`src/design/mport_settings.svh`:
```
`ifndef MPORT_SETTINGS_SVH
`define MPORT_SETTINGS_SVH

////////////////////////////////////////
// Memory geometry
////////////////////////////////////////

`define MPORT_WIDTH      16  // Bits per word
`define MPORT_NUMVBNK    8   // Data banks, parity bank not counted
`define MPORT_BITVBNK    3
`define MPORT_NUMVROW    64  // Rows per bank
`define MPORT_BITVROW    6
`define MPORT_BITADDR    9   // Bank bits plus row bits

////////////////////////////////////////
// SRAM timing
////////////////////////////////////////

`define MPORT_SRAM_DELAY 2   // Read enable to data

`endif

```
`src/design/mport_addr_pkg.sv`:
```
`include "mport_settings.svh"

package mport_addr_pkg;

  // Port address, bank index in the low bits, row above it
  typedef logic [`MPORT_BITADDR-1:0] vaddr_t;

  // Bank index
  typedef logic [`MPORT_BITVBNK-1:0] bank_t;

  // Row within one bank
  typedef logic [`MPORT_BITVROW-1:0] row_t;

endpackage

```
`src/design/mport_data_pkg.sv`:
```
`include "mport_settings.svh"

package mport_data_pkg;

  // One memory word
  typedef logic [`MPORT_WIDTH-1:0] data_t;

  // One enable bit per data bank
  typedef logic [`MPORT_NUMVBNK-1:0] bank_mask_t;

  typedef enum logic [1:0] {
    INIT_SWEEP,  // Zero one row per cycle
    INIT_DRAIN,  // Wait for the SRAM pipe to empty
    INIT_DONE
  } init_state_t;

endpackage

```
`src/design/init_sequencer.sv`:
```
`include "mport_settings.svh"

module init_sequencer
  import mport_addr_pkg::*;
  import mport_data_pkg::*;
(
  input  logic clk,
  input  logic rstvld,
  output logic init_busy,
  output row_t init_row,
  output logic ready
);

  init_state_t state;
  row_t        row_cnt;
  logic [1:0]  drain_cnt;

  always_ff @(posedge clk) begin
    if (rstvld) begin
      state     <= INIT_SWEEP;
      row_cnt   <= '0;
      drain_cnt <= '0;
      ready     <= 1'b0;
    end else begin
      case (state)
        INIT_SWEEP: begin
          row_cnt <= row_cnt + 1'b1;
          if (row_cnt == row_t'(`MPORT_NUMVROW - 1))
            state <= INIT_DRAIN;
        end
        INIT_DRAIN: begin
          drain_cnt <= drain_cnt + 1'b1;
          if (drain_cnt == 2'(`MPORT_SRAM_DELAY - 1))
            state <= INIT_DONE;
        end
        default: ready <= 1'b1;  // One cycle after the drain
      endcase
    end
  end

  assign init_busy = (state == INIT_SWEEP);
  assign init_row  = row_cnt;

endmodule

```
`config.mk`:
```
export PLATFORM = sky130hd
export DESIGN_NAME = init_sequencer
export DESIGN_NICKNAME = d
export VERILOG_FILES = /design/src/design/mport_addr_pkg.sv /design/src/design/mport_data_pkg.sv /design/src/design/init_sequencer.sv
export VERILOG_INCLUDE_DIRS = /design/src /design/src/design
export SDC_FILE = /design/constraint.sdc
export NUM_CORES = 1
export LEC_CHECK = 0
export BUFFER_PORTS_ARGS = -buffer_cell sky130_fd_sc_hd__buf_2
export CAP_MARGIN = 20
export CORE_MARGIN = 3
export CORE_UTILIZATION = 30
export DETAILED_ROUTE_END_ITERATION = 8
export PLACE_DENSITY_LB_ADDON = 0.25
export SLEW_MARGIN = 20
export SYNTH_ARGS = -nofsm -noshare
export SYNTH_HDL_FRONTEND = slang
export SYNTH_SLANG_ARGS = --single-unit
export TNS_END_PERCENT = 1
```
`constraint.sdc`:
```
create_clock -name clk -period 3.3 [get_ports clk]
set_input_delay 0.66 -clock clk [delete_from_list [all_inputs] [get_ports clk]]
set_output_delay 0.66 -clock clk [all_outputs]
set_load 0.02 [all_outputs]
```
==> reports/results.txt <==
Status - finished clean
GP Congestion - 0.748
DR DRC count - 0
Worst-path clk slew - 0.07 ns
NetSw - 59.8 uW
CTS sink cnt - 11
# diodes - 0
Yosys warning count - 0
Async SR Flop Fraction - 0
Synthesized area per cell - 9.40 sq um
Req. time, crit path - 2.64 ns
Synth cell types - 20
Later-pin clock latency in the skew report - 0.27 ns
Clk buf depth - 2
Die area - 2110 sq um
Standard-cell rows - 13
Endpoints failing setup - 0
Syn nets - 55
Post-CTS sizing - 0
Die width - 46.0 um
GRT Overall Usage - 0.106
Fin crit share - 0.540
Final Skew - 0.00419 ns
Detailed-route vias per instance - 4.82
Pwr Density - 442 nW/um^2
First-pass GRT wire length - 1.53 mm
Int Pwr - 190 uW
H-tree depth - 1
Synth cell count leaders - 11 x dfxtp_1, 11 x nor2_1, 5 x a21oi_1
Sequential Power Share - 0.558
Worst Path Arrival - 1.12 ns
Setup TNS Final - 0 ns
Antenna violations before repair - 0
Layout cells sized above 1 - 0.302
RSZ-0062 raised after global routing - no
Min Clock Period, post-route - 1.78 ns
Hpwl dp - 601 um
Post-synth EDFFs - 0
Critical-path maximum fanout - 8
Mapped cell area - 479 sq um
Reg-to-reg slack, setup - 1.91 ns
DRT iter0 DRCs - 2
Root Buffer - clkbuf_4
Post-layout net count - 68
Area of the core - 1400 sq um
Slew of the pin with the lowest slew margin - 0.271 ns
FF-to-FF End - init_row[4]
Antenna Nets Post-Route - 0
Synth top area share - 0.460
Hold Path Origin - ready
CP Launch Type - register
Synthesized instance count - 51
Achievable Freq - 0.561 GHz
Number of port buffers - 9
Kind of critical path - register to primary output
I/O pins - 10
FF-to-FF Start - init_row[0]
Switching power share of the total - 0.239
CTS tree - built
Pre-CTS setup slack - 1.80 ns
Max-Cap Viols - 0
Via count - 376
Num CTS Buffers - 3
Area growth, synth to finish - 18.0%
Worst setup EP type - primary output
Clock network power share - 0.366
Leak - 0.000245 uW
Worst Hold Depth - 2
Relative slew slack - 0.819
Post-CTS Setup Bufs - 0
Pre-antenna DRT Iters - 3
Vias in the first global route - 359
Leading area contributor after synthesis - dfxtp_1
Die span in y - 46.0 um
Routed WL - 829 um
Grt ovf - 0
Top_reg_cell synth - dfxtp_1
Largest net degree at the start of global routing - 15
Worst hold path type - register to register
Final WS setup - 1.52 ns
Post-cts hold buffer count - 0
Sequential fraction of the synthesis area - 0.460
Largest cells by area after synthesis - dfxtp_1 46%, nor2_1 8.6%, xnor2_1 5.5%
Max VDD drop - 240 uV
R2R depth - 4
Final hold vios - 0
Post-synthesis register bit count - 11
Initial Util - 0.343
Fin. max-slew vios - 0
Core Util, Final - 0.404
Combinational Power Share - 0.076
WL per Instance - 10.6 um
Hold worst-path end - ready
## stage by stage
step                      std cells  hold slack [ns]  area [sq um]  total power [uW]
after global routing             78            0.532           566               267
after CTS                        78            0.484           566               257
after detailed placement         74            0.469           539               162
after floorplan                  51            0.478           479               156
final                            78            0.477           566               250
after global placement           74            0.475           539               162
## cell families (layout without fill, tap and decap cells)
| kind of cell | after synthesis | in the layout | share of synthesized area |
|---|---|---|---|
| simple gates | 21 | 21 | 0.253 |
| fa+ha+maj | 2 | 2 | 0.0522 |
| buf+inv | 3 | 15 | 0.0235 |
| xor+xnor | 3 | 3 | 0.0548 |
| flops | 11 | 11 | 0.460 |
| compound gates | 10 | 10 | 0.125 |
| mux | 1 | 1 | 0.0313 |
## registers in the layout, indices dropped and copies added (netlist names)
| name | cells |
|---|---|
| init_row | 6 |
| drain_cnt | 2 |
| state | 2 |
| ready | 1 |
## power by group through the flow
| stage | combinational (uW) | sequential (uW) | clock (uW) |
|---|---|---|---|
| after floorplan | 9.63 | 146 | 0 |
| after global placement | 19.3 | 143 | 0 |
| after detailed placement | 19.4 | 143 | 0 |
| after CTS | 19.4 | 139 | 97.7 |
| after global routing | 21.7 | 140 | 105 |
| final | 19.0 | 139 | 91.7 |
## cells in the final DEF (no fill, tap or decap), drive strengths merged, types with 2 or more instances in the layout
cell type  Yosys  routed
nor2          11      11
buf            0       9
inv            2       2
xnor2          3       3
dfxtp         11      11
nand2b         2       2
clkbuf         1       4
a21oi          5       5
ha             2       2
o21ai          2       2
and3           2       2
a31o           2       2
## worst max-delay path, stage by stage (launching register included)
cell and delay, ns:
dfxtp_1 0.37, nor2_1 0.26, buf_2 0.22
## final cells by class
type / count / area [sq um]
fill: 143 / 833
multi-input combinational: 37 / 248
sequential: 11 / 220
timing repair buffer: 9 / 45.0
clock buffer: 4 / 26.3
tap: 15 / 18.8
inverter: 2 / 7.51
## per-layer routing
metal | track usage | part of all wire | vias to the layer above | wire, um
li1 | - | - | 199 | -
met1 | 0.119 | 0.51 | 164 | 424
met2 | 0.151 | 0.40 | 9 | 332
met3 | 0.0593 | 0.059 | 4 | 49
met4 | 0.0682 | 0.028 | 0 | 23
met5 | 0 | 0 | - | 0
## how the worst max path moves through the flow
stage | startpoint | endpoint | cells after the start
6_report | state[1] | init_busy | 2
5_1_grt | state[1] | init_busy | 2
2_1_floorplan | init_row[0] | init_row[4] | 4
4_1_cts | state[1] | init_busy | 2
3_3_place_gp | state[1] | init_busy | 2
3_5_place_dp | state[1] | init_busy | 2
(Power assumes the default switching activity.)
