$ cat src/design/mport_settings.svh
`ifndef MPORT_SETTINGS_SVH
`define MPORT_SETTINGS_SVH

////////////////////////////////////////
// Memory geometry
////////////////////////////////////////

`define MPORT_WIDTH      16  // Bits per word
`define MPORT_NUMVBNK    8   // Data banks, parity bank not counted
`define MPORT_BITVBNK    3
`define MPORT_NUMVROW    64  // Rows per bank
`define MPORT_BITVROW    6
`define MPORT_BITADDR    9   // Bank bits plus row bits

////////////////////////////////////////
// SRAM timing
////////////////////////////////////////

`define MPORT_SRAM_DELAY 2   // Read enable to data

`endif

$ cat src/design/mport_addr_pkg.sv
`include "mport_settings.svh"

package mport_addr_pkg;

  // Port address, bank index in the low bits, row above it
  typedef logic [`MPORT_BITADDR-1:0] vaddr_t;

  // Bank index
  typedef logic [`MPORT_BITVBNK-1:0] bank_t;

  // Row within one bank
  typedef logic [`MPORT_BITVROW-1:0] row_t;

endpackage

$ cat src/design/mport_data_pkg.sv
`include "mport_settings.svh"

package mport_data_pkg;

  // One memory word
  typedef logic [`MPORT_WIDTH-1:0] data_t;

  // One enable bit per data bank
  typedef logic [`MPORT_NUMVBNK-1:0] bank_mask_t;

  typedef enum logic [1:0] {
    INIT_SWEEP,  // Zero one row per cycle
    INIT_DRAIN,  // Wait for the SRAM pipe to empty
    INIT_DONE
  } init_state_t;

endpackage

$ cat src/design/parity_engine.sv
`include "mport_settings.svh"

module parity_engine
  import mport_addr_pkg::*;
  import mport_data_pkg::*;
(
  input  logic  clk,
  input  logic  rstvld,
  input  logic  init_busy,
  input  row_t  init_row,
  input  logic  wr_go,
  input  row_t  wr_row,
  input  logic  wr_dly,
  input  bank_t wr_bank_dly,
  input  row_t  wr_row_dly,
  input  data_t din_dly,
  input  data_t p1_dout [0:`MPORT_NUMVBNK-1],
  input  row_t  cf_row,
  input  row_t  cf_row_dly,
  output logic  x_we,
  output row_t  x_row,
  output data_t x_din,
  output logic  fwd_vld,
  output data_t fwd_data
);

  logic  hit0, hit1;
  logic  fwd_v0, fwd_v1;
  data_t fwd_d0, fwd_d1;

  ////////////////////////////////////////
  // New parity word
  ////////////////////////////////////////

  always_comb begin
    x_din = '0;
    if (!init_busy) begin
      for (int i = 0; i < `MPORT_NUMVBNK; i++) begin
        if (bank_t'(i) == wr_bank_dly)
          x_din = x_din ^ din_dly;  // New word replaces the target bank
        else
          x_din = x_din ^ p1_dout[i];
      end
    end
  end

  assign x_we  = init_busy || wr_dly;
  assign x_row = init_busy ? init_row : wr_row_dly;

  ////////////////////////////////////////
  // Forwarding to conflicting reads
  ////////////////////////////////////////

  assign hit0 = x_we && (x_row == cf_row);
  assign hit1 = x_we && (x_row == cf_row_dly);

  always_ff @(posedge clk) begin
    if (rstvld) begin
      fwd_v0 <= 1'b0;
      fwd_v1 <= 1'b0;
    end else begin
      fwd_v0 <= hit0;
      fwd_v1 <= hit1 || fwd_v0;
    end
  end

  always_ff @(posedge clk) begin
    fwd_d0 <= hit0 ? x_din : '0;
    fwd_d1 <= hit1 ? x_din : fwd_d0;  // Later write wins
  end

  assign fwd_vld  = fwd_v1;
  assign fwd_data = fwd_d1;

  // Parity lands on the written row one SRAM latency after acceptance
  a_parity_wr: assert property (@(posedge clk) disable iff (rstvld)
    wr_go |-> ##2 (x_we && (x_row == $past(wr_row, 2))));

endmodule

$ cat config.mk
export PLATFORM = sky130hd
export DESIGN_NAME = parity_engine
export DESIGN_NICKNAME = d
export VERILOG_FILES = /design/src/design/mport_addr_pkg.sv /design/src/design/mport_data_pkg.sv /design/src/design/parity_engine.sv
export VERILOG_INCLUDE_DIRS = /design/src /design/src/design
export SDC_FILE = /design/constraint.sdc
export NUM_CORES = 1
export LEC_CHECK = 0
export ABC_CLOCK_PERIOD_IN_PS = 2500
export BUFFER_PORTS_ARGS = -buffer_cell sky130_fd_sc_hd__buf_2
export CAP_MARGIN = 10
export CORE_ASPECT_RATIO = 1.1
export CORE_MARGIN = 2
export CORE_UTILIZATION = 51
export CTS_CLUSTER_SIZE = 40
export DETAILED_ROUTE_END_ITERATION = 16
export GPL_ROUTABILITY_DRIVEN = 0
export PLACE_DENSITY = 0.95
export SYNTH_ARGS = -nofsm -noshare
export SYNTH_HDL_FRONTEND = slang
export SYNTH_SLANG_ARGS = --single-unit
export TNS_END_PERCENT = 30
$ cat constraint.sdc
create_clock -name clk -period 2.5 [get_ports clk]
set_input_delay 0.25 -clock clk [delete_from_list [all_inputs] [get_ports clk]]
set_output_delay 0.25 -clock clk [all_outputs]
set_load 0.05 [all_outputs]
==> results.txt <==
crit-path cells: buf_2 > buf_6 > and3_2 > buf_4 > a222oi_1 > xnor2_1 > xnor2_2 > nor2_1 > buf_2
number of antenna-violating nets in the routed design: 0
cell area power density: 497 mW/mm^2
CTS Hold Buffers Added: 0
Crit path required time: 2250 ps
slack of the critical path: 98.8 ps
htree depth: 2
final WL: 13600 um
worst skew pair latency: 290 ps
Fmax: 416 MHz
Worst-Margin Slew: 660 ps
pre-CTS WS: -88.3 ps
1st-iter DRT viols: 223
P_leak: 0.00290 uW
Netlist Area Pre-Place: 0.00436 mm^2
Core Area: 0.00832 mm^2
area fraction in compound gates after synthesis: 14.3%
EDFF count, synth: 0
Worst setup SP type: input port
WP data arrival: 2150 ps
area of the multi-input gates: 0.00349 mm^2
Crit Path Max Fanout: 11
first drt pass iteration count: 7
Vias/cell: 5.42
top post-synthesis cells by area: xor2_1, dfxtp_1, xnor2_1
ratio of cells with drive above 1 in the final layout: 36.6%
register area: 681 um^2
Area Growth Syn to Fin: 34.7%
post-route minimum period: 2400 ps
Post-Synth XOR/XNOR Area: 45.4%
Syn Area/Cell: 8.06 um^2
post-synth net total: 723
Critical Path Max Stage Delay: 370 ps
cell area after layout: 0.00587 mm^2
cell family with most CP delay: buffers and inverters
vias: 4728
CTS tree: built
most common cell after layout, fill and taps aside: buf_2
CTS Buffer Depth: 2
NumNets Final: 943
Final Skew: 6.41 ps
Seq/Total Area, Yosys: 15.6%
Initial Util: 52.4%
FF+latch count, synth: 34
Num Clock Sinks: 34
number of global-route vias before repair: 4661
ys flop type: dfxtp_1
Max-Cap Viols: 0
Die Wd: 92.2 um
antenna cells: 0
fin util: 70.6%
largest family of logic cells by synthesized area: XOR/XNOR gates
Num CTS Buffers: 5
adder-cell area share of the yosys netlist: 0%
Yosys top cell area share: 32.1%
num rows: 35
initial antenna violation count: 0
wire per inst: 15.6 um
synthesized instance count: 541
DP Area: 0.00563 mm^2
Fillers: 671
global route total overflow: 0
slew margin rel.: 55.9%
first-pass GRT wire length: 20800 um
largest net degree at the start of global routing: 19
dpl hpwl: 11100 um
Unique masters post-synth: 38
Yosys top cell by area: xor2_1
Worst Path Buf+Inv: 4
CTS Root Cell: clkbuf_8
CP Capture Type: output pin
worst vdd ir: 0.262 mV
# port buffers: 214
Synth Area in Simple Gates: 11.1%
multiplexer share of the synthesized area: 8.32%
I/O pin count: 222
cell with the largest stage delay on the worst path: a222oi_1
Ys Warns: 0
crit path kind: in -> out
most frequent CP cell: buf_2
status: completed
DRC viols: 0
overall routing resource usage: 27.5%
Reg clk slew, reported paths: 80 ps
fin crit share: 96.0%
count of final setup violators: 0
commonest non-fill, non-tap cells in the layout: buf_2, xor2_1, xnor2_1, nand2_1, nor2_1
Max Slew Vio Count: 0
Die Y: 101 um
async set or reset register ratio after synthesis: 0%
worst hold-check path type: in -> reg
Die ar.: 0.00930 mm^2
count of final hold-check violations: 0
## per-layer routing
layer | wire length, um | global-route usage (%)
met5 | 0 | 0
met4 | 312 | 8.96
met3 | 947 | 4.49
met2 | 7250 | 56.2
met1 | 5070 | 28.1
## synth_stat cells, types with 2 or more instances
cell / n
a21o_1: 2
a21oi_1: 2
a221oi_1: 2
a222oi_1: 25
and3_1: 2
buf_1: 16
buf_2: 14
buf_6: 4
clkbuf_1: 6
dfxtp_1: 34
inv_1: 7
mux2i_1: 30
nand2_1: 56
nand2b_1: 3
nor2_1: 38
nor3_2: 3
o21ai_0: 32
o21ai_1: 13
o221ai_1: 9
xnor2_1: 66
xor2_1: 160
## layout make-up
class	instances	area share, %
clock buffers	5	1.17
clock inverters	3	1.17
inverters	7	0.448
multi-input cells	459	59.5
flip-flops and latches	34	11.6
well taps	111	2.37
repair buffers	254	23.7
## logic make-up (layout without fill, tap and decap cells)
group	Yosys count	after routing
mux	34	34
buf+inv	48	269
xor+xnor	226	226
compound gates	88	88
simple gates	111	111
flops	34	34
## power breakdown
group	total [uW]	switching (uW)	internal [uW]
logic	1770	1040	731
registers	548	1.28	547
clock network	604	205	399
## final timing paths
| check | slack [ps] | endpoint | from | cells past startpoint |
|---|---|---|---|---|
| setup reg to reg | 1930 | fwd_data[0] | fwd_d0[0] | 2 |
| hold reg to reg | 430 | fwd_data[4] | fwd_d0[4] | 2 |
| hold / removal | 130 | fwd_vld | rstvld | 2 |
| setup / recovery | 100 | x_din[7] | wr_bank_dly[1] | 9 |
## timing repair
| action | CTS | global route |
|---|---|---|
| endpoints found under the setup margin | 9 | 16 |
| gates resized for setup | 4 | 13 |
| setup buffers | 0 | 4 |
| gates cloned | 0 | 0 |
| pin swaps | 1 | 10 |
## stage by stage
stage	std cells	total power, uW	setup TNS (ps)	hold WS (ps)
detailed placement	861	2270	-331	418
global placement	861	2230	-92.0	408
CTS	869	2890	0	132
floorplan	541	1660	0	319
global route	873	3070	-19.4	131
finish	873	2920	0	134
## state kept, by name, summed over array words and instances (netlist names)
| register | cells |
|---|---|
| fwd_d0 | 16 |
| fwd_vld | 1 |
| fwd_v0 | 1 |
| fwd_data | 16 |
## worst register-to-register path, cell delays in order, from the launching register on
cell and delay [ps]:
dfxtp_1 300, nand2_1 50, o21ai_0 80
Power figures use the tool's default switching activity.
