<file path="config.mk">
export PLATFORM = sky130hd
export DESIGN_NAME = port_scheduler
export DESIGN_NICKNAME = d
export VERILOG_FILES = /design/src/design/mport_addr_pkg.sv /design/src/design/mport_data_pkg.sv /design/src/design/port_scheduler.sv
export VERILOG_INCLUDE_DIRS = /design/src /design/src/design
export SDC_FILE = /design/constraint.sdc
export NUM_CORES = 1
export LEC_CHECK = 0
export ABC_AREA = 1
export BUFFER_PORTS_ARGS = -buffer_cell sky130_fd_sc_hd__buf_2
export CORE_UTILIZATION = 46
export DETAILED_ROUTE_END_ITERATION = 10
export PLACE_DENSITY = 0.93
export RECOVER_POWER = 25
export SYNTH_ARGS = -nofsm -noshare
export SYNTH_HDL_FRONTEND = slang
export SYNTH_SLANG_ARGS = --single-unit
</file>
<file path="constraint.sdc">
create_clock -name clk -period 1.3 [get_ports clk]
set_input_delay 0.065 -clock clk [delete_from_list [all_inputs] [get_ports clk]]
set_output_delay 0.065 -clock clk [all_outputs]
set_load 0.01 [all_outputs]
</file>
<file path="src/design/mport_settings.svh">
`ifndef MPORT_SETTINGS_SVH
`define MPORT_SETTINGS_SVH

////////////////////////////////////////
// Memory geometry
////////////////////////////////////////

`define MPORT_WIDTH      16  // Bits per word
`define MPORT_NUMVBNK    8   // Data banks, parity bank not counted
`define MPORT_BITVBNK    3
`define MPORT_NUMVROW    64  // Rows per bank
`define MPORT_BITVROW    6
`define MPORT_BITADDR    9   // Bank bits plus row bits

////////////////////////////////////////
// SRAM timing
////////////////////////////////////////

`define MPORT_SRAM_DELAY 2   // Read enable to data

`endif

</file>
<file path="src/design/mport_addr_pkg.sv">
`include "mport_settings.svh"

package mport_addr_pkg;

  // Port address, bank index in the low bits, row above it
  typedef logic [`MPORT_BITADDR-1:0] vaddr_t;

  // Bank index
  typedef logic [`MPORT_BITVBNK-1:0] bank_t;

  // Row within one bank
  typedef logic [`MPORT_BITVROW-1:0] row_t;

endpackage

</file>
<file path="src/design/mport_data_pkg.sv">
`include "mport_settings.svh"

package mport_data_pkg;

  // One memory word
  typedef logic [`MPORT_WIDTH-1:0] data_t;

  // One enable bit per data bank
  typedef logic [`MPORT_NUMVBNK-1:0] bank_mask_t;

  typedef enum logic [1:0] {
    INIT_SWEEP,  // Zero one row per cycle
    INIT_DRAIN,  // Wait for the SRAM pipe to empty
    INIT_DONE
  } init_state_t;

endpackage

</file>
<file path="src/design/port_scheduler.sv">
`include "mport_settings.svh"

module port_scheduler
  import mport_addr_pkg::*;
  import mport_data_pkg::*;
(
  input  logic       clk,
  input  logic       rstvld,
  input  logic       ready,
  input  logic       init_busy,
  input  row_t       init_row,
  input  logic       wr_en,
  input  logic       rd1_en,
  input  vaddr_t     addr1,
  input  data_t      din1,
  input  logic       rd2a_en,
  input  vaddr_t     rd2a_addr,
  input  logic       rd2b_en,
  input  vaddr_t     rd2b_addr,
  output bank_mask_t p1_we,
  output bank_mask_t p1_re,
  output row_t       p1_row,
  output data_t      p1_din,
  output bank_mask_t p2_re,
  output row_t       p2a_row,
  output row_t       p2b_row,
  output logic       wr_go,
  output row_t       wr_row,
  output logic       x_re,
  output row_t       cf_row,
  output row_t       cf_row_dly,
  output logic       wr_dly,
  output bank_t      wr_bank_dly,
  output row_t       wr_row_dly,
  output data_t      din_dly,
  output logic       rd1_vld,
  output logic       rd2a_vld,
  output logic       rd2b_vld,
  output bank_t      rd1_bank_dly,
  output bank_t      rd2a_bank_dly,
  output bank_t      rd2b_bank_dly,
  output logic       cf_dly
);

  localparam int D = `MPORT_SRAM_DELAY;

  logic       rd1_go, rd2a_go, rd2b_go, cf;
  bank_t      bank1, bank2a, bank2b;
  row_t       row1, row2a, row2b;
  bank_mask_t one1, one2a, one2b;

  logic [D-1:0] wr_q, rd1_q, rd2a_q, rd2b_q, cf_q;
  bank_t        bank1_q [0:D-1];
  bank_t        bank2a_q [0:D-1];
  bank_t        bank2b_q [0:D-1];
  row_t         row1_q [0:D-1];
  row_t         cfrow_q;
  data_t        din_q [0:D-1];

  ////////////////////////////////////////
  // Accept and decode
  ////////////////////////////////////////

  assign wr_go   = wr_en && ready;
  assign rd1_go  = rd1_en && ready;
  assign rd2a_go = rd2a_en && ready;
  assign rd2b_go = rd2b_en && ready;

  assign {row1, bank1}   = addr1;
  assign {row2a, bank2a} = rd2a_addr;
  assign {row2b, bank2b} = rd2b_addr;

  assign one1  = bank_mask_t'(1) << bank1;
  assign one2a = bank_mask_t'(1) << bank2a;
  assign one2b = bank_mask_t'(1) << bank2b;

  assign cf = rd2a_go && rd2b_go && (bank2a == bank2b);  // 2b must rebuild

  always_comb begin
    p1_we  = '0;
    p1_re  = '0;
    p1_row = row1;
    if (init_busy) begin
      p1_we  = '1;
      p1_row = init_row;
    end else if (wr_go) begin
      p1_we = one1;
      p1_re = ~one1;  // Old words of the row feed the parity
    end else if (rd1_go) begin
      p1_re = one1;
    end
  end

  assign p1_din = init_busy ? '0 : din1;

  always_comb begin
    p2_re = '0;
    if (rd2a_go)
      p2_re = one2a;
    if (cf)
      p2_re = p2_re | ~one2b;
    else if (rd2b_go)
      p2_re = p2_re | one2b;
  end

  assign p2a_row = rd2a_go ? row2a : row2b;
  assign p2b_row = row2b;
  assign x_re    = cf;
  assign cf_row  = row2b;
  assign wr_row  = row1;

  ////////////////////////////////////////
  // Delay line, matches SRAM latency
  ////////////////////////////////////////

  always_ff @(posedge clk) begin
    if (rstvld) begin
      wr_q   <= '0;
      rd1_q  <= '0;
      rd2a_q <= '0;
      rd2b_q <= '0;
      cf_q   <= '0;
    end else begin
      wr_q   <= {wr_q[D-2:0], wr_go};
      rd1_q  <= {rd1_q[D-2:0], rd1_go};
      rd2a_q <= {rd2a_q[D-2:0], rd2a_go};
      rd2b_q <= {rd2b_q[D-2:0], rd2b_go};
      cf_q   <= {cf_q[D-2:0], cf};
    end
  end

  always_ff @(posedge clk) begin
    bank1_q[0]  <= bank1;
    bank2a_q[0] <= bank2a;
    bank2b_q[0] <= bank2b;
    row1_q[0]   <= row1;
    cfrow_q     <= row2b;
    din_q[0]    <= din1;
    for (int i = 1; i < D; i++) begin
      bank1_q[i]  <= bank1_q[i-1];
      bank2a_q[i] <= bank2a_q[i-1];
      bank2b_q[i] <= bank2b_q[i-1];
      row1_q[i]   <= row1_q[i-1];
      din_q[i]    <= din_q[i-1];
    end
  end

  assign wr_dly        = wr_q[D-1];
  assign wr_bank_dly   = bank1_q[D-1];
  assign wr_row_dly    = row1_q[D-1];
  assign din_dly       = din_q[D-1];
  assign cf_row_dly    = cfrow_q;  // Read accepted one cycle ago
  assign rd1_vld       = rd1_q[D-1];
  assign rd2a_vld      = rd2a_q[D-1];
  assign rd2b_vld      = rd2b_q[D-1];
  assign rd1_bank_dly  = bank1_q[D-1];
  assign rd2a_bank_dly = bank2a_q[D-1];
  assign rd2b_bank_dly = bank2b_q[D-1];
  assign cf_dly        = cf_q[D-1];

  // Port 1 serves one request per cycle
  a_port1_excl: assert property (@(posedge clk) disable iff (rstvld)
    ready |-> !(wr_en && rd1_en));

endmodule

</file>
==> impl_metrics.toml <==
[clock_tree]
clk-insertion-delay-late_ns = 0.35
tritoncts = "built"
htree_levels = 3
clock_sinks = 78
clockBufferDepth = 2
postCtsSetupRepairBufs = 0
clk_pin_slew_worst_paths_ns = 0.07
cell_chosen_for_the_clock_root = "sky130_fd_sc_hd__clkbuf_8"
cts_buffers = 9

[power_and_ir_drop]
worst_ir_drop_vdd_v = 0.000793
power.share.combinational_pct = 14.9
p_per_area_nw_per_um2 = 1240
p_switching_uw = 1320
total_leakage_power_uw = 0.00216
p_int_uw = 3550
sequentialPowerShare_pct = 52.2
design_power_total_uw = 4860
power_frac_clock_pct = 32.9
netSwitchingFraction_pct = 27.1

[detailed_routing]
detail-route-antenna-nets = 0
route.vias.total = 2555
finalWirelength_um = 7290
vias_per_cell = 4.47
router_iterations_before_antenna_repair = 4
routedWlPerCell_um = 12.8
drt-initial-drc-count = 78
route.detailed.drc = 0

[setup_path]
r2r_slack_ns = 0.82
timing.critical_path.required_ns = 1.24
worstRegToRegCells = 2
end_kind = "output pin"
maximum_fanout_along_the_worst_path = 4
cell_mode_on_critical_path = "sky130_fd_sc_hd__buf_2"
worst_r2r_startpoint = "rd2b_q[0]"
crit_type = "in2out"
rr_endpoint = "rd2b_q[1]"
timing.critical_path.slowest_stage_cell = "sky130_fd_sc_hd__dlygate4sd3_1"
crit_path_cell_trace = "dlygate4sd3_1, buf_2, mux2_2, buf_2"
delay_of_the_slowest_cell_on_the_worst_path_ns = 0.55
setup.worst_path.start_class = "input pin"
critPathArrivalTime_ns = 1.17

[finish]
nFillCells = 463
finalNonFillerCells = 571
synthToLayoutAreaGrowth_pct = 37.4
final_common_cell = "sky130_fd_sc_hd__buf_2"
layout.area.seq_um2 = 1560
post_route_standard_cell_area_excluding_fillers_um2 = 3920
drive_gt1_share_pct = 40.9
nets = 548
area_of_the_multi_input_gates_um2 = 692
layout_common_cells = "sky130_fd_sc_hd__buf_2 (167), sky130_fd_sc_hd__dfxtp_1 (78), sky130_fd_sc_hd__nand2_1 (53)"
finalCoreUtilization_pct = 65.9
antenna-diode-count = 0

[yosys]
synth_area_per_cell_um2 = 8.70
ys_warn_count = 0
synth_top_cell_by_area = "sky130_fd_sc_hd__dfxtp_1"
synth.distinct_cells = 20
synth.net_count = 385
post_synth_main_area_contributors = "sky130_fd_sc_hd__dfxtp_1 (55%), sky130_fd_sc_hd__buf_4 (14%), sky130_fd_sc_hd__nand2_1 (6.8%)"
netlist_area_um2 = 2860
ff_latch_count_synth = 78
synthesis.instances = 328
yosysTopAreaCellShare_pct = 54.7
synth.yosys.seq_area_share_pct = 54.7

[floorplan]
fp.dieW_um = 80.8
fp-row-count = 28
pin_count = 174
die-height_um = 80.8
initial_core_util_pct = 47.9
floorplan.core_area_um2 = 5960
die-area_um2 = 6530

[placed_design]
detailed_place.area_um2 = 3390
finalWeightedCongestion = 0.873
numPlacedInstances = 518
detailed_place_hpwl_um = 4720
port_buffers = 173

[sta]
timing.clock.skew_ns = 0.0157
grt_setup_unrepaired = "no"
worst_slew_margin_rel_pct = 75.2
worst-slew-pin-transition_ns = 0.371
maxClockFrequency_ghz = 0.812
period_utilization_post_route_pct = 94.7
final-setup-viol-count = 0
hold_viol_final = 0
fin_setup_tns_ns = 0
timing_max_transition_violations_final = 0
timing.final.crit_period_ns = 1.23

[global_route]
grt_usage_pct = 20.9
grt_start_max_net_pins = 23
congestion_overflow_gr = 0
number_of_antenna_violations_at_the_first_check_in_global_routing = 0
first_global_vias = 2181
grt_pass1_wl_um = 10000

[min_path]
worstHoldEndpoint = "wr_q[0]"
number_of_instances_on_the_worst_hold_path = 3
hold_path_start = "wr_en"
holdCritPathClass = "in2reg"

[outcome]
run_status = "completed"

[flow_run]
drv.max_cap_violation_count = 0
-- how the worst max path moves through the flow --
stage                       from          to  cells after the start
floorplan                  ready    p1_re[1]                      4
global placement           ready    p2_re[2]                      8
detailed placement         ready    p1_re[4]                      7
CTS                 rd2b_addr[5]  p2a_row[2]                      4
global route               ready    p1_re[4]                      6
finish              rd2b_addr[7]  p2a_row[4]                      4
-- what timing repair did --
action                    CTS  global route
hold buffers               37             0
gates resized for setup     0             0
hold endpoints to repair   37             0
-- through the flow --
stage	hold WS, ns	worst slack, ns
after CTS	0.0128	0.0930
after global placement	0.185	0.324
after floorplan	0.0927	0.480
after detailed placement	0.182	0.295
after global routing	0.0494	0.0521
final	0.0336	0.0689
-- routing by layer --
layer  global-route usage, %  vias up  part of all wire, %
met5                       0        -                    0
met4                    13.6        0                  3.2
met3                    4.16       20                  7.2
met2                    39.2      136                   52
met1                    20.8     1139                   37
li1                        -     1260                    -
-- state kept, by name (all words and copies together) (netlist names) --
register    count
din_q          32
row1_q         12
bank1_q         6
bank2a_q        6
bank2b_q        6
cf_row_dly      6
cf_q            2
rd1_q           2
rd2a_q          2
rd2b_q          2
wr_q            2
-- power groups by stage --
stage                     registers, uW  logic (uW)  clock network [uW]
after CTS                          2540         717                1630
after floorplan                    2590         410                   0
after global placement             2590         611                   0
after global routing               2550         789                1750
final                              2540         723                1600
after detailed placement           2590         628                   0
-- worst max-delay path, delay by kind of cell --
family	cells	cell delay, ns
buf+inv	3	0.84
mux	1	0.26
-- final cells by class --
type | instances | area share, %
inverters | 42 | 4.02
repair buffers | 211 | 31.5
clock buffers | 9 | 3.16
multi-input cells | 149 | 17.6
well taps | 75 | 2.39
clock inverters | 7 | 1.47
flip-flops and latches | 78 | 39.8
-- kinds of logic (layout without fill, tap and decap cells) --
group           count (synthesis)  in the layout  synth area share [%]
simple gates                  126            126                  19.0
compound gates                 17             17                  3.11
mux                             6              6                  2.37
flops                          78             78                  54.7
buf+inv                       101            269                  20.8
-- synthesized netlist by cell type --
cell type                  instances
sky130_fd_sc_hd__a21oi_1           7
sky130_fd_sc_hd__a21oi_2           1
sky130_fd_sc_hd__buf_2             1
sky130_fd_sc_hd__buf_4            55
sky130_fd_sc_hd__buf_6             1
sky130_fd_sc_hd__clkbuf_1          2
sky130_fd_sc_hd__dfxtp_1          78
sky130_fd_sc_hd__inv_1            36
sky130_fd_sc_hd__inv_2             6
sky130_fd_sc_hd__mux2_2            6
sky130_fd_sc_hd__nand2_1          52
sky130_fd_sc_hd__nand2_4           3
sky130_fd_sc_hd__nand2_8           1
sky130_fd_sc_hd__nand3_1          14
sky130_fd_sc_hd__nor2_1           52
sky130_fd_sc_hd__nor2_2            2
sky130_fd_sc_hd__nor2_4            1
sky130_fd_sc_hd__nor3_1            1
sky130_fd_sc_hd__o21ai_0           6
sky130_fd_sc_hd__o21ai_1           3
Power figures use the tool's default switching activity.
