## src/design/mport_settings.svh

```systemverilog
`ifndef MPORT_SETTINGS_SVH
`define MPORT_SETTINGS_SVH

////////////////////////////////////////
// Memory geometry
////////////////////////////////////////

`define MPORT_WIDTH      16  // Bits per word
`define MPORT_NUMVBNK    8   // Data banks, parity bank not counted
`define MPORT_BITVBNK    3
`define MPORT_NUMVROW    64  // Rows per bank
`define MPORT_BITVROW    6
`define MPORT_BITADDR    9   // Bank bits plus row bits

////////////////////////////////////////
// SRAM timing
////////////////////////////////////////

`define MPORT_SRAM_DELAY 2   // Read enable to data

`endif

```

## src/design/mport_addr_pkg.sv

```systemverilog
`include "mport_settings.svh"

package mport_addr_pkg;

  // Port address, bank index in the low bits, row above it
  typedef logic [`MPORT_BITADDR-1:0] vaddr_t;

  // Bank index
  typedef logic [`MPORT_BITVBNK-1:0] bank_t;

  // Row within one bank
  typedef logic [`MPORT_BITVROW-1:0] row_t;

endpackage

```

## src/design/mport_data_pkg.sv

```systemverilog
`include "mport_settings.svh"

package mport_data_pkg;

  // One memory word
  typedef logic [`MPORT_WIDTH-1:0] data_t;

  // One enable bit per data bank
  typedef logic [`MPORT_NUMVBNK-1:0] bank_mask_t;

  typedef enum logic [1:0] {
    INIT_SWEEP,  // Zero one row per cycle
    INIT_DRAIN,  // Wait for the SRAM pipe to empty
    INIT_DONE
  } init_state_t;

endpackage

```

## src/design/read_assembler.sv

```systemverilog
`include "mport_settings.svh"

module read_assembler
  import mport_addr_pkg::*;
  import mport_data_pkg::*;
(
  input  bank_t rd1_bank_dly,
  input  bank_t rd2a_bank_dly,
  input  bank_t rd2b_bank_dly,
  input  logic  cf_dly,
  input  data_t p1_dout [0:`MPORT_NUMVBNK-1],
  input  data_t p2_dout [0:`MPORT_NUMVBNK-1],
  input  data_t x_dout,
  input  logic  fwd_vld,
  input  data_t fwd_data,
  output data_t dout1,
  output data_t rd2a_dout,
  output data_t rd2b_dout
);

  data_t parity_word;

  ////////////////////////////////////////
  // Direct reads
  ////////////////////////////////////////

  assign dout1     = p1_dout[rd1_bank_dly];
  assign rd2a_dout = p2_dout[rd2a_bank_dly];

  ////////////////////////////////////////
  // Port 2b, direct or rebuilt
  ////////////////////////////////////////

  // Parity bank may be stale by up to two writes
  assign parity_word = fwd_vld ? fwd_data : x_dout;

  always_comb begin
    data_t acc;
    acc = parity_word;
    for (int i = 0; i < `MPORT_NUMVBNK; i++) begin
      if (bank_t'(i) != rd2b_bank_dly)
        acc = acc ^ p2_dout[i];
    end
    // Bank busy with 2a, so fold the rest of the row
    if (cf_dly)
      rd2b_dout = acc;
    else
      rd2b_dout = p2_dout[rd2b_bank_dly];
  end

endmodule

```

## config.mk

```make
export PLATFORM = sky130hd
export DESIGN_NAME = read_assembler
export DESIGN_NICKNAME = d
export VERILOG_FILES = /design/src/design/mport_addr_pkg.sv /design/src/design/mport_data_pkg.sv /design/src/design/read_assembler.sv
export VERILOG_INCLUDE_DIRS = /design/src /design/src/design
export SDC_FILE = /design/constraint.sdc
export NUM_CORES = 1
export LEC_CHECK = 0
export BUFFER_PORTS_ARGS = -buffer_cell sky130_fd_sc_hd__buf_2
export CAP_MARGIN = 20
export CORE_AREA = 2 2 133 135
export DETAILED_ROUTE_END_ITERATION = 16
export DIE_AREA = 0 0 135 137
export GPL_ROUTABILITY_DRIVEN = 1
export PLACE_DENSITY_LB_ADDON = 0.2
export RECOVER_POWER = 100
export SETUP_SLACK_MARGIN = 0.05
export SYNTH_ARGS = -nofsm -noshare
export SYNTH_HDL_FRONTEND = slang
export SYNTH_SLANG_ARGS = --single-unit
```

## constraint.sdc

```tcl
create_clock -name vclk -period 2.1
set_clock_uncertainty 0.15 [all_clocks]
set_input_delay 0.315 -clock vclk [all_inputs]
set_output_delay 0.315 -clock vclk [all_outputs]
set_load 0.1 [all_outputs]
```

==> results of run 1 <==
-- where the power goes --
part	total, mW	switching, mW	internal, mW
Sequential	0	0	0
Clock	0.000000255	0	0.000000255
Combinational	4.84	2.61	2.23
-- critical path: cells and delay by family --
family | cells | cell delay [ps]
xor+xnor | 1 | 160
compound gates | 4 | 620
simple gates | 1 | 180
buf+inv | 6 | 840
-- worst max-delay path by stage --
stage	from	to	cells past startpoint
after global placement	rd2b_bank_dly[2]	rd2b_dout[7]	10
after global routing	rd2b_bank_dly[2]	rd2b_dout[1]	12
final	rd2b_bank_dly[2]	rd2b_dout[1]	12
after CTS	rd2b_bank_dly[0]	rd2b_dout[14]	11
after detailed placement	rd2b_bank_dly[2]	rd2b_dout[7]	10
after floorplan	rd2b_bank_dly[2]	rd2b_dout[10]	9
-- synthesized netlist by cell type, types with 17 or more instances --
cell type  number
nand2_1        62
o211ai_1       26
nand3_1        29
nor3_1         24
nor2_1         41
xor2_1         17
mux2i_1        47
mux4_2         85
o21ai_0        40
clkbuf_1       29
a21oi_1        47
buf_2          24
xnor2_1        40
mux2_2         42
-- cells in the final DEF (no fill, tap or decap), types with 26 or more instances in the layout --
| master | instances |
|---|---|
| mux2i_1 | 44 |
| mux2_4 | 32 |
| nor2_1 | 41 |
| buf_2 | 293 |
| buf_12 | 50 |
| nand2_1 | 55 |
| nand3_1 | 29 |
| xnor2_1 | 33 |
| mux4_2 | 85 |
| a21oi_1 | 36 |
| buf_6 | 35 |
| o211ai_1 | 26 |
| buf_4 | 149 |
-- timing repair --
| action | in CTS | in global routing |
|---|---|---|
| buffers inserted | 29 | 7 |
| pin swaps | 67 | 30 |
| gates cloned | 13 | 4 |
| hold buffers | 0 | 0 |
| gates resized for setup | 228 | 62 |
| endpoints found under the setup margin | 48 | 41 |
-- per-layer routing --
layer  global-route usage (%)  vias to the layer above  wire length, um
met5                        0                        -               11
li1                         -                     4211                -
met2                     56.0                      525            16100
met4                     10.1                        2             1170
met1                     41.1                     4555            12600
met3                     5.96                       77             3070
-- through the flow --
| stage | hold WS [ps] | power (mW) | cells | cell area [um2] | setup slack (ps) |
|---|---|---|---|---|---|
| final | 1100 | 4.84 | 1505 | 12200 | -487 |
| after global routing | 1110 | 5.04 | 1504 | 12200 | -536 |
| after CTS | 1070 | 4.67 | 1490 | 11900 | -507 |
| after detailed placement | 1110 | 4.13 | 1449 | 10400 | -679 |
| after global placement | 1090 | 4.09 | 1449 | 10400 | -639 |
| after floorplan | 936 | 2.92 | 803 | 7450 | -1180 |
-- final cells by class --
class,instances,area (um2)
well taps,225,282
multi-input cells,717,7190
diodes,4,10.0
repair buffers,559,4700
fillers,1311,4880
-- kinds of logic (layout without fill, tap and decap cells) --
family / after synthesis / after routing / synth area share, %
buffers and inverters: 86 / 559 / 7.65
AND/OR/NAND/NOR: 218 / 218 / 15.3
AO/OA/AOI/OAI: 254 / 254 / 25.5
XOR/XNOR: 68 / 68 / 10.4
other: 0 / 4 / 0
multiplexers: 177 / 177 / 41.2
==> flow_summary.json, run 1 <==
{
  "status": "finished, violations left",
  "violations": "negative setup slack",
  "post-route-util_pct": 71.4,
  "syn_avg_cell_area_um2": 8.88,
  "core-area_mm2": 0.0171,
  "synthDistinctLibCells": 65,
  "maxCapViolCount": 0,
  "end_kind": "primary output",
  "ys_warn_count": 0,
  "ys_seq_area_share_pct": 0,
  "ir_drop_mv": 0.513,
  "fin_tns_setup_ps": -7220,
  "grt_pass1_vias": 8671,
  "p_leak_nw": 5.49,
  "drive_above_1_share_pct": 61.5,
  "ff_latch_area_um2": 0,
  "max_stage_delay_ps": 260,
  "period_share_pct": 123,
  "ant_nets": 0,
  "nClkBuffers": 0,
  "fp-row-count": 48,
  "drc": 0,
  "start_util_pct": 41.8,
  "min_path_type": "in2out",
  "synth_top_area_share_pct": 26.8,
  "whs_endpoint": "dout1[6]",
  "place_hpwl_um": 23900,
  "critPathKind": "in2out",
  "antenna_found_initial": 4,
  "syn_nets": 1102,
  "crit_chain": "buf_16 -> buf_12 -> buf_16 -> buf_8 -> buf_4 -> nor3_1 -> o21ai_0 -> a31oi_1 -> a221oi_2 -> xnor2_2 -> a21oi_4 -> buf_12",
  "yosysTopAreaCell": "mux4_2",
  "setup_slack_ps": -487,
  "grt_first_pass_wirelength_um": 47000,
  "areaGrowthSynthToFinish_pct": 70.7,
  "vias": 9370,
  "synth_area_leaders": "mux4_2, mux2_2, mux2i_1, xnor2_1, a21oi_1",
  "routed_wl_um": 32900,
  "worstMarginPinSlew_ps": 594,
  "drv_slew": 0,
  "via_per_inst": 6.23,
  "synth_area_mm2": 0.00713,
  "start_kind": "input pin",
  "slowest_stage": "a31oi_1",
  "die_h_um": 137,
  "first_pass_iters": 5,
  "drt_iter0_markers": 670,
  "dieArea_mm2": 0.0185,
  "max_freq_mhz": 387,
  "chipWidth_um": 135,
  "hold-path-cell-count": 4,
  "p_per_area_mw_per_mm2": 398,
  "grt_max_degree": 24,
  "period_needed_ps": 2590,
  "arrival_ps": 2120,
  "syn_inst": 803,
  "maxSlewHeadroom_pct": 60.4,
  "layout.nets": 1577,
  "io_buffer_count": 347,
  "hold_violations": 0,
  "setup-violations-final": 19,
  "crit_path_max_fanout": 7,
  "grt_usage_pct": 32.4,
  "grt_overflow": 0,
  "hp-start": "p1_dout[54]",
  "wl_per_cell_um": 21.9,
  "rsz0062_at_grt": "true",
  "cp.required_ps": 1630,
  "gp_congestion": 0.985,
  "n_sequential_cell": 0,
  "pin_count": 347
}
No activity file was read; power rests on OpenSTA's default activity.
==> inputs of run 2 (changes only) <==
CORE_AREA = default   (was 2 2 133 135)
CORE_MARGIN = 5   (was default)
CORE_UTILIZATION = 45   (was default)
DIE_AREA = default   (was 0 0 135 137)
==> flow_summary.json, run 2 (synthesis results as in run 1) <==
{
  "n_sequential_cell": 0,
  "grt_first_pass_wirelength_um": 51400,
  "via_per_inst": 6.64,
  "die_h_um": 136,
  "grt_usage_pct": 34.9,
  "layout.cells.non_filler": 1513,
  "core-area_mm2": 0.0157,
  "worstMarginPinSlew_ps": 562,
  "vias": 10000,
  "maxCapViolCount": 0,
  "grt_overflow": 0,
  "drv_slew": 0,
  "power_frac_comb_pct": 100.0,
  "areaGrowthSynthToFinish_pct": 78.2,
  "critPathKind": "in2out",
  "nClkBuffers": 0,
  "io_buffer_count": 347,
  "gp_congestion": 0.920,
  "max_freq_mhz": 372,
  "period_needed_ps": 2690,
  "antenna_found_initial": 6,
  "period_share_pct": 128,
  "setup-violations-final": 23,
  "p_leak_nw": 5.67,
  "min_path_type": "in2out",
  "crit_top_cell": "buf_6",
  "final_common_cell": "buf_2",
  "end_kind": "primary output",
  "max_stage_delay_ps": 380,
  "final_cell_mix": "buf_2, buf_4, mux4_2",
  "slowest_stage": "xnor3_1",
  "p_per_area_mw_per_mm2": 401,
  "cp.required_ps": 1630,
  "status": "finished, violations left",
  "p_int_mw": 2.33,
  "ant_nets": 0,
  "fp-row-count": 46,
  "cts_hold_buf": 0,
  "start_util_pct": 45.4,
  "hold_violations": 0,
  "arrival_ps": 2220,
  "drc": 0,
  "critPathTopFamily": "compound AO/OA/AOI/OAI gates",
  "crit_buf_inv": 4,
  "dieArea_mm2": 0.0185,
  "first_pass_iters": 5,
  "layout.nets": 1595,
  "finalHoldWorstSlack_ps": 1090,
  "grt_pass1_vias": 9501,
  "drive_above_1_share_pct": 65.6,
  "pin_count": 347,
  "setup_slack_ps": -586,
  "switching_share_pct": 54.2,
  "ff_latch_area_um2": 0,
  "place_hpwl_um": 24500,
  "pwr-share-clk_pct": 0,
  "drt_iter0_markers": 1096,
  "chipWidth_um": 136,
  "routed_wl_um": 37400,
  "crit_path_max_fanout": 6,
  "wl_per_cell_um": 24.7,
  "share_seq_of_total_power_pct": 0,
  "crit_chain": "buf_16 -> buf_6 -> or2_4 -> buf_6 -> o22ai_2 -> o2bb2ai_2 -> a31oi_4 -> xnor3_1 -> a21o_4 -> buf_12",
  "rsz0062_at_grt": "true",
  "ir_drop_mv": 0.404,
  "grt_max_degree": 21,
  "violations": "negative setup slack",
  "maxSlewHeadroom_pct": 62.5,
  "start_kind": "input pin",
  "numPlacedInstances": 1455,
  "p_switching_mw": 2.76
}
[run 2: changes by cell type in the layout (fill, tap and decap cells not counted), sizes merged]
cell / before / now
buf: 551 / 570
bufbuf: 3 / 1
clkbuf: 5 / 6
diode: 4 / 3
[run 2: layer usage]
| metal | vias to the layer above | GRT usage (%) | share of wire (%) |
|---|---|---|---|
| li1 | 4228 | - | - |
| met1 | 4774 | 44.0 | 35 |
| met2 | 814 | 59.2 | 47 |
| met3 | 220 | 8.18 | 12 |
| met4 | 6 | 11.5 | 5.5 |
| met5 | - | 0 | 0.10 |
[run 2: path summary, 6_finish.rpt]
check	end	startpoint	cells past startpoint	slack [ps]
setup / recovery	rd2b_dout[11]	rd2b_bank_dly[1]	10	-590
hold / removal	dout1[15]	p1_dout[95]	4	1090
[run 2: repair_timing]
action	CTS	global route
buffers inserted	26	19
endpoints found under the setup margin	48	45
cloned	17	1
resized for setup	296	88
pin swaps	84	72
endpoints found under the hold margin	0	0
[run 2: power groups by stage]
stage,Clock [mW],Combinational (mW),Sequential (mW)
global route,0.000000191,5.26,0
CTS,0,4.83,0
global placement,0,4.09,0
finish,0.000000191,5.10,0
floorplan,0,2.92,0
detailed placement,0,4.15,0
[run 2: layout make-up]
class | count | area (um2)
Tap cell | 216 | 270
Timing Repair Buffer | 577 | 4900
Antenna cell | 3 | 7.51
Fill cell | 918 | 3010
Multi-Input combinational cell | 717 | 7520
[run 2: worst min-delay path, cell delays in order]
cell and delay [ps]:
buf_2 70, mux4_2 210, mux2_4 150, buf_12 170
[run 2: stage by stage]
stage | setup TNS (ps) | instance area (um2) | setup WS (ps) | total power, mW | utilization, %
floorplan | -11650 | 7450 | -1180 | 2.92 | -
global placement | -12910 | 10500 | -658 | 4.09 | 67.0
detailed placement | -13730 | 10500 | -680 | 4.15 | 67.0
CTS | -6750 | 12300 | -460 | 4.83 | 78.4
global route | -9180 | 12700 | -624 | 5.26 | 80.9
finish | -8120 | 12700 | -586 | 5.10 | 80.9
